`config.mk`:
```
export PLATFORM = sky130hd
export DESIGN_NAME = fetch_top
export DESIGN_NICKNAME = d
export VERILOG_FILES = /design/src/hw/fetch_pkg.sv /design/src/hw/mem_pkg.sv /design/src/hw/refill_if.sv /design/src/hw/fetch_control.sv /design/src/hw/fetch_top.sv /design/src/hw/icache_array.sv /design/src/hw/refill_engine.sv
export VERILOG_INCLUDE_DIRS = /design/src /design/src/hw
export SDC_FILE = /design/constraint.sdc
export NUM_CORES = 2
export LEC_CHECK = 0
export BUFFER_PORTS_ARGS = -buffer_cell sky130_fd_sc_hd__buf_2
export CAP_MARGIN = 5
export CORE_UTILIZATION = 58
export CTS_BUF_LIST = sky130_fd_sc_hd__clkbuf_4
export DETAILED_ROUTE_END_ITERATION = 12
export PLACE_DENSITY = 0.74
export SLEW_MARGIN = 40
export SYNTH_ARGS = -nofsm -noshare
export SYNTH_HDL_FRONTEND = slang
export SYNTH_HIERARCHICAL = 1
export SYNTH_SLANG_ARGS = --single-unit
```
`constraint.sdc`:
```
create_clock -name clock -period 8.48 [get_ports clock]
set_clock_uncertainty 0.2 [all_clocks]
set_input_delay 1.272 -clock clock [delete_from_list [all_inputs] [get_ports clock]]
set_output_delay 1.272 -clock clock [all_outputs]
set_load 0.01 [all_outputs]
```
`src/hw/fetch_macros.svh`:
```
`ifndef FETCH_MACROS_SVH
`define FETCH_MACROS_SVH

// Cache geometry, 16 lines of two 32-bit words
`define OFFSET_BITS 3
`define INDEX_BITS 4
`define TAG_BITS (32 - `OFFSET_BITS - `INDEX_BITS)
`define LINE_COUNT 16

// Fetch starts here after reset
`define RESET_PC 32'h3000_0000

// Top address byte of the region that is never cached
`define UNCACHED_TOP 8'h0f

// Two beats of 32 bits fill one line
`define BURST_BEATS 2

`endif

```
`src/hw/fetch_pkg.sv`:
```
`default_nettype none

`include "fetch_macros.svh"

package fetch_pkg;

  // Controller either looks up the cache or waits on the refill engine
  typedef enum logic {
    LOOKUP      = 1'b0,
    WAIT_REFILL = 1'b1
  } fetch_state_t;

  // One cache entry, 90 bits
  typedef struct packed {
    logic                        valid;
    logic [`TAG_BITS-1:0]        tag;
    logic [`BURST_BEATS*32-1:0]  data;
  } cache_line_t;

endpackage

`default_nettype wire

```
`src/hw/mem_pkg.sv`:
```
`default_nettype none

package mem_pkg;

  // Read response codes of the memory bus
  typedef enum logic [1:0] {
    OKAY   = 2'b00,
    EXOKAY = 2'b01,
    SLVERR = 2'b10,
    DECERR = 2'b11
  } resp_t;

  // Refill engine states
  typedef enum logic [1:0] {
    IDLE = 2'b00,
    ADDR = 2'b01,
    DATA = 2'b10
  } refill_state_t;

endpackage

`default_nettype wire

```
`src/hw/refill_if.sv`:
```
`timescale 1ns/1ps
`default_nettype none

`include "fetch_macros.svh"

interface refill_if;

  logic                        start;
  logic [31:0]                 line_addr;
  logic                        done;
  logic [`BURST_BEATS*32-1:0]  line_data;
  logic                        error;
  logic                        cacheable;

  modport controller (
    output start, line_addr, cacheable,
    input  done, line_data, error
  );

  modport engine (
    input  start, line_addr, cacheable,
    output done, line_data, error
  );

  // Cache snoops the completed refill to fill the line
  modport cache (
    input done, line_addr, line_data, error, cacheable
  );

endinterface

`default_nettype wire

```
`src/hw/fetch_control.sv`:
```
`timescale 1ns/1ps
`default_nettype none

`include "fetch_macros.svh"

module fetch_control import fetch_pkg::*; (
  input  logic         clock,
  input  logic         reset,
  input  logic         redirect,
  input  logic [31:0]  redirect_pc,
  input  logic         inst_ready,
  output logic         inst_valid,
  output logic [31:0]  inst,
  output logic [31:0]  inst_pc,
  output logic         inst_error,
  input  logic         hit,
  input  logic [31:0]  hit_word,
  output logic [31:0]  lookup_pc,
  refill_if.controller req
);

  fetch_state_t state;

  logic [31:0] pc;
  logic [31:0] req_pc;
  logic        start_q;
  logic        stale;

  logic        slot_free;
  logic        lookup_go;
  logic        take_hit;
  logic        start_miss;
  logic        take_refill;
  logic [31:0] refill_word;

  assign lookup_pc = pc;

  // Refill request follows the latched miss address
  assign req.start     = start_q;
  assign req.line_addr = {req_pc[31:`OFFSET_BITS], {`OFFSET_BITS{1'b0}}};
  assign req.cacheable = (req_pc[31:24] != `UNCACHED_TOP);

  // Output slot is free when empty or being taken this cycle
  assign slot_free   = !inst_valid || inst_ready;
  assign lookup_go   = (state == LOOKUP) && !redirect && slot_free;
  assign take_hit    = lookup_go && hit;
  assign start_miss  = lookup_go && !hit;
  assign take_refill = (state == WAIT_REFILL) && req.done && !stale && !redirect;

  assign refill_word = req_pc[2] ? req.line_data[63:32] : req.line_data[31:0];

  always_ff @(posedge clock) begin
    if (reset) begin
      state      <= LOOKUP;
      pc         <= `RESET_PC;
      start_q    <= 1'b0;
      stale      <= 1'b0;
      inst_valid <= 1'b0;
    end else begin
      start_q <= start_miss;

      // Redirect overrides everything else
      if (redirect) begin
        pc <= redirect_pc;
      end else if (take_hit) begin
        pc <= pc + 32'd4;
      end else if (take_refill) begin
        pc <= req_pc + 32'd4;
      end

      if (redirect) begin
        inst_valid <= 1'b0;
      end else if (take_hit || take_refill) begin
        inst_valid <= 1'b1;
      end else if (inst_ready) begin
        inst_valid <= 1'b0;
      end

      case (state)
        LOOKUP: begin
          if (start_miss) begin
            state <= WAIT_REFILL;
          end
        end
        WAIT_REFILL: begin
          // burst always runs to the end, a stale result is simply dropped
          if (req.done) begin
            state <= LOOKUP;
            stale <= 1'b0;
          end else if (redirect) begin
            stale <= 1'b1;
          end
        end
        default: state <= LOOKUP;
      endcase
    end
  end

  always_ff @(posedge clock) begin
    if (take_hit) begin
      inst       <= hit_word;
      inst_pc    <= pc;
      inst_error <= 1'b0;
    end else if (take_refill) begin
      inst       <= refill_word;
      inst_pc    <= req_pc;
      inst_error <= req.error;
    end

    if (start_miss) begin
      req_pc <= pc;
    end
  end

endmodule

`default_nettype wire

```
`src/hw/fetch_top.sv`:
```
`timescale 1ns/1ps
`default_nettype none

module fetch_top import mem_pkg::*; (
  input  logic         clock,
  input  logic         reset,

  input  logic         redirect,
  input  logic [31:0]  redirect_pc,
  input  logic         flush,

  output logic         inst_valid,
  output logic [31:0]  inst,
  output logic [31:0]  inst_pc,
  output logic         inst_error,
  input  logic         inst_ready,

  output logic [31:0]  araddr,
  output logic         arvalid,
  input  logic         arready,
  input  logic [31:0]  rdata,
  input  resp_t        rresp,
  input  logic         rvalid,
  input  logic         rlast,
  output logic         rready
);

  logic        hit;
  logic [31:0] hit_word;
  logic [31:0] lookup_pc;

  refill_if u_refill_if ();

  icache_array u_icache_array (
    .clock     (clock),
    .reset     (reset),
    .lookup_pc (lookup_pc),
    .flush     (flush),
    .fill      (u_refill_if.cache),
    .hit       (hit),
    .hit_word  (hit_word)
  );

  refill_engine u_refill_engine (
    .clock   (clock),
    .reset   (reset),
    .req     (u_refill_if.engine),
    .araddr  (araddr),
    .arvalid (arvalid),
    .rready  (rready),
    .arready (arready),
    .rdata   (rdata),
    .rresp   (rresp),
    .rvalid  (rvalid),
    .rlast   (rlast)
  );

  fetch_control u_fetch_control (
    .clock       (clock),
    .reset       (reset),
    .redirect    (redirect),
    .redirect_pc (redirect_pc),
    .inst_ready  (inst_ready),
    .inst_valid  (inst_valid),
    .inst        (inst),
    .inst_pc     (inst_pc),
    .inst_error  (inst_error),
    .hit         (hit),
    .hit_word    (hit_word),
    .lookup_pc   (lookup_pc),
    .req         (u_refill_if.controller)
  );

endmodule

`default_nettype wire

```
`src/hw/icache_array.sv`:
```
`timescale 1ns/1ps
`default_nettype none

`include "fetch_macros.svh"

module icache_array import fetch_pkg::*; (
  input  logic              clock,
  input  logic              reset,
  input  logic [31:0]       lookup_pc,
  input  logic              flush,
  refill_if.cache           fill,
  output logic              hit,
  output logic [31:0]       hit_word
);

  localparam int INDEX_LO = `OFFSET_BITS;
  localparam int INDEX_HI = `OFFSET_BITS + `INDEX_BITS - 1;
  localparam int TAG_LO   = `OFFSET_BITS + `INDEX_BITS;

  cache_line_t lines [`LINE_COUNT];

  logic [`INDEX_BITS-1:0] lookup_index;
  logic [`INDEX_BITS-1:0] fill_index;
  logic                   fill_write;
  cache_line_t            entry;

  assign lookup_index = lookup_pc[INDEX_HI:INDEX_LO];
  assign fill_index   = fill.line_addr[INDEX_HI:INDEX_LO];
  assign entry        = lines[lookup_index];

  // Only clean, cacheable refills are kept
  assign fill_write = fill.done && fill.cacheable && !fill.error;

  assign hit = entry.valid
            && (entry.tag == lookup_pc[31:TAG_LO])
            && (lookup_pc[31:24] != `UNCACHED_TOP);

  assign hit_word = lookup_pc[2] ? entry.data[63:32] : entry.data[31:0];

  always_ff @(posedge clock) begin
    if (reset || flush) begin
      // flush wins over a fill landing in the same cycle
      for (int i = 0; i < `LINE_COUNT; i++) begin
        lines[i].valid <= 1'b0;
      end
    end else if (fill_write) begin
      lines[fill_index].valid <= 1'b1;
      lines[fill_index].tag   <= fill.line_addr[31:TAG_LO];
      lines[fill_index].data  <= fill.line_data;
    end
  end

endmodule

`default_nettype wire

```
`src/hw/refill_engine.sv`:
```
`timescale 1ns/1ps
`default_nettype none

`include "fetch_macros.svh"

module refill_engine import mem_pkg::*; (
  input  logic         clock,
  input  logic         reset,
  refill_if.engine     req,
  output logic [31:0]  araddr,
  output logic         arvalid,
  output logic         rready,
  input  logic         arready,
  input  logic [31:0]  rdata,
  input  resp_t        rresp,
  input  logic         rvalid,
  input  logic         rlast
);

  refill_state_t state;

  logic [31:0] addr_q;
  logic [31:0] low_word;
  logic        error_acc;
  logic        beat_ok;
  logic        beat_take;

  assign araddr  = addr_q;
  assign arvalid = (state == ADDR);
  assign rready  = (state == DATA);

  assign beat_take = rready && rvalid;
  assign beat_ok   = (rresp == OKAY);

  // Completion is flagged during the rlast beat itself, so the
  // controller can register the word at the same edge
  assign req.done      = beat_take && rlast;
  assign req.line_data = {rdata, low_word};
  assign req.error     = error_acc || !beat_ok;

  always_ff @(posedge clock) begin
    if (reset) begin
      state <= IDLE;
    end else begin
      case (state)
        IDLE: begin
          if (req.start) begin
            state <= ADDR;
          end
        end
        ADDR: begin
          if (arready) begin
            state <= DATA;
          end
        end
        DATA: begin
          if (beat_take && rlast) begin
            state <= IDLE;
          end
        end
        default: state <= IDLE;
      endcase
    end
  end

  always_ff @(posedge clock) begin
    if (state == IDLE && req.start) begin
      addr_q    <= {req.line_addr[31:`OFFSET_BITS], {`OFFSET_BITS{1'b0}}};
      error_acc <= 1'b0;
    end else if (beat_take && !rlast) begin
      // first beat is the low word of the line
      low_word  <= rdata;
      error_acc <= error_acc || !beat_ok;
    end
  end

endmodule

`default_nettype wire

```
# Word-level counts from Yosys, hierarchy flattened
# Memory sizes are Yosys's and may differ from the RTL's. A register that Yosys moved wholly into a read port is not among the register bits.
# Index checks and enable logic that the tools add are counted.
# op_classes
n_addsub	2
eq_ne	8
mux	30
bitwise_logic	2
reduce_logical	37
# ops
cell	n
2-to-1 mux 32 bit	9
2-to-1 mux 90 bit	1
OR reduction 90 bit	1
adder 32 x 3 -> 32 bit, second input constant	2
equality test 25 bit	1
inequality test 8 x 4 -> 1 bit, second input constant	2
logical AND 1 bit	15
2-to-1 mux 4 bit	3
2-to-1 mux 1 bit	11
2-to-1 mux 2 bit	4
logical NOT 1 bit	7
inequality test 2 x 1 -> 1 bit, second input constant	3
one-hot mux 2 bit (3 select lines)	1
nonzero test 2 bit	3
logical NOT 2 bit	2
logical OR 1 bit	4
AND reduction 2 bit	2
AND reduction 3 bit	1
nonzero test 3 bit	1
equality test 2 x 1 -> 1 bit, second input constant	1
equality test 2 bit, second input constant	1
NOT 1 bit	2
one-hot mux 1 bit (2 select lines)	1
OR reduction 2 bit	1
# totals
ff_bits	197
mem_bits_rw	1440
out_inout_bits	100
word_cells	93
memories	1
# memory_table
name	words	word_bits	read_ports	rd_clocked_by_memory_dff	write_ports	line_no	source
u_icache_array.lines	16	90	1	1	16	icache_array.sv:20	cache_line_t lines [`LINE_COUNT];

# Depth between registers and ports, before layout
# depth
ltp_word	11
ltp_mapped	26
mapped_depth_nobuf	18

# Hierarchy
# The synthesis kept the hierarchy.
# by_module_without_submodules
mod	n_inst	cells_each	area_per_inst_um2
icache_array	1	2249	55112.9
fetch_control	1	662	6711.4
refill_engine	1	115	2257.2

# Worst setup path before layout
# No wires, ideal clock.
# synth_path
kind	input to register
start	input port rresp[1]
end	memory u_icache_array/lines[0][0] (netlist name), enable pin
arrival_ns	8.265
t_required_ns	7.632
slack_ns	-0.633
stages	5
n_path_buf	0
path_cell_list	nor3_1 inv_1 nand4b_1 or3_1 nor3_1
# synth_rtl
item	line_no	source
start, declared	fetch_top.sv:22	input resp_t rresp,
end, declared	icache_array.sv:20	

# Final worst setup path
# layout_path
start	register u_fetch_control.pc[4] (netlist: u_fetch_control/lookup_pc[4])
end	register u_fetch_control.pc[30] (netlist: u_fetch_control/lookup_pc[30])
# layout_via
elab_chain_len	3
# layout_rtl
item	line_no	source
start, declared	fetch_control.sv:24	logic [31:0] pc;
start signal, assigned	fetch_control.sv:55	pc <= `RESET_PC;
start signal, assigned	fetch_control.sv:64	pc <= redirect_pc;
start signal, assigned	fetch_control.sv:66	pc <= pc + 32'd4;
adder 32 x 3 -> 32 bit	fetch_control.sv:66	
2-to-1 mux 32 bit	fetch_control.sv:65	end else if (take_hit) begin
2-to-1 mux 32 bit	fetch_control.sv:63	if (redirect) begin
# No other way between the ends.
# A chain may end at the register's enable or synchronous reset.

==> results.yml <==
run_status:
  outcome: "completed"
grt:
  grt_util_met3_pct: 5.758
  grt_busiest_layer: "met2"
  first_global_vias: 34090
  grt_pass1_wl_um: 217000
  grtUsageMet1_pct: 37.82
  antenna_found_initial: 7
  grt_start_max_net_pins: 134
  grtUsageMet2_pct: 42.44
  overflow: 0
  track_usage_pct: 26.78
worst_setup_path:
  worstPathMaxFanout: 133
  crit_type: "register to register"
  end_kind: "register"
  cp.required_ns: 9.38
  startpoint: "u_fetch_control/lookup_pc[4]"
  regToRegSetupSlack_ns: 1.47
  r2r-end: "u_fetch_control/lookup_pc[30]"
  reg2reg_depth: 21
  r2r_start: "u_fetch_control/lookup_pc[4]"
  cp_data_arrival_time_ns: 7.91
  start_kind: "register"
  crit_end: "u_fetch_control/lookup_pc[30]"
floorplanning:
  die_h_um: 334.3
  num_rows: 121
  ios: 174
  die_w_um: 334.3
  start_util_pct: 58.68
  core_um2: 109200
  die_area_um2: 111800
placement:
  place_area_um2: 66530
  dp_hpwl_um: 75320
  portBuffers: 170
  gp_congestion: 0.8827
final_layout:
  drive_above_1_share_pct: 35.89
  layout_common_cells: "edfxtp_1 (1581), clkbuf_4 (577), mux4_2 (418), buf_2 (170), nand2_1 (148)"
  fill_cells: 7053
  area_growth_pct: 11.81
  final_area_um2: 71620
  final_common_cell: "edfxtp_1"
  nNetsFinal: 3544
clock_network:
  clockBufferDepth: 4
  cts_resized: 0
  cts_sinks: 1637
  cts_tree: "yes"
  worst_skew_pair.late_latency_ns: 1.21
  cts_buffers: 413
  clk_pin_slew_ns: 0.07
  clockRootBuffer: "clkbuf_4"
  htree_levels: 5
route:
  vias: 32860
  drtIter0Drc: 4009
  drc: 0
  post_drt_wl_per_cell_um: 28.14
  vias_per_cell: 6.275
  routed_wirelength_um: 147400
  antenna_left: 0
  dr.pass1.iters: 6
power_and_ir_drop:
  vdd_drop_max_mv: 0.1475
  power.leakage_uw: 0.02327
  p_per_area_nw_per_um2: 222.5
sta:
  finalMaxSlewViolations: 0
  final_hold_viol_count: 0
  setup-violations-final: 0
  maxSlewHeadroom_pct: 36.16
  rsz0062_at_grt: "no"
  tns_ns: 0
  finalCritPeriodShare_pct: 82.61
  tightest_slew_ns: 0.9576
  period_minus_slack_ns: 7.005
  max_freq_ghz: 0.1427
synth:
  syn_avg_cell_area_um2: 21.20
  netlist_instances: 3022
  synth_warnings: 6
  syn_area_um2: 64060
hold_path:
  hold_path_depth: 2
  min_path_type: "input pin to register"
job:
  max-cap-violations: 0
-- metal layers --
metal  part of all wire, %  wire [um]  vias up
met5                 0.028         41        -
met4                   2.0       2902        6
met3                    10      15290      235
met2                    49      72150     2049
met1                    39      57010    16930
li1                      -          -    13650
-- final cells by class --
class / count / area (um2) / share of cell area [%]
sequential: 1637 / 48610 / 67.87
multi-input combinational: 1141 / 14310 / 19.98
clock buffer: 577 / 4332 / 6.048
tap: 1476 / 1847 / 2.579
timing repair buffer: 243 / 1724 / 2.407
clock inverter: 128 / 659.4 / 0.9207
inverter: 33 / 133.9 / 0.1869
antenna: 2 / 5.005 / 0.006988
-- sequential cells by signal (all words and copies together) (netlist names) --
register / count
u_icache_array/lines: 1440
u_fetch_control/inst: 32
u_fetch_control/inst_pc: 32
u_fetch_control/lookup_pc: 32
u_fetch_control/req_pc: 32
u_refill_engine/low_word: 32
u_refill_engine/araddr: 29
u_refill_engine/state: 2
u_fetch_control/inst_error: 1
u_fetch_control/inst_valid: 1
u_fetch_control/req.start: 1
u_fetch_control/stale: 1
u_fetch_control/state: 1
u_refill_engine/error_acc: 1
-- metrics by stage --
| step | instances | setup slack, ns | utilization (%) | power (uW) | hold slack, ns |
|---|---|---|---|---|---|
| global placement | 4518 | 1.808 | 60.78 | 9808 | 0.2306 |
| finish | 5237 | 1.475 | 65.61 | 15940 | 0.1562 |
| global route | 5236 | 1.248 | 65.61 | 16540 | 0.07633 |
| floorplan | 3024 | 1.795 | - | 9622 | 0.2211 |
| detailed placement | 4525 | 1.678 | 60.95 | 9831 | 0.2386 |
| CTS | 5231 | 1.647 | 65.53 | 16080 | 0.01198 |
-- worst min path at each step --
stage / end / slack [ns] / from
after CTS: u_fetch_control/lookup_pc[16] / 0.01 / redirect_pc[16]
final: u_fetch_control/lookup_pc[9] / 0.16 / redirect_pc[9]
after global routing: u_refill_engine/state[1] / 0.08 / arready
after detailed placement: u_icache_array/lines[6][89] / 0.24 / u_icache_array/lines[6][89]
after global placement: u_icache_array/lines[10][89] / 0.23 / u_icache_array/lines[10][89]
after floorplan: u_icache_array/lines[10][89] / 0.22 / u_icache_array/lines[10][89]
-- report_power, final --
group          internal (uW)  switching [uW]
Combinational            331             364
Sequential              8860             106
Clock                   3280            2990
Total                  12500            3460
-- critical path, cell delays in order (launching register included) --
cell and delay, ns:
dfxtp_4 0.75, buf_12 0.60, mux4_2 0.37, mux2i_1 0.07, mux2i_1 0.34, nand4_1 0.18
nor4b_1 0.49, nand4b_1 0.23, a2111oi_2 0.46, buf_4 0.23, nand3_4 0.06, buf_4 0.31
nand2_1 0.14, nand2_1 0.10, ha_1 0.28, nand3_1 0.15, a311oi_1 0.08, a21oi_1 0.65
nor4_1 0.14, and4_1 0.24, or4_1 0.50, nor2_1 0.09
-- timing repair --
action / in CTS / in global routing
setup buffers: 0 / 0
hold buffers: 1 / 0
hold endpoints to repair: 1 / 0
Power figures use the tool's default switching activity.
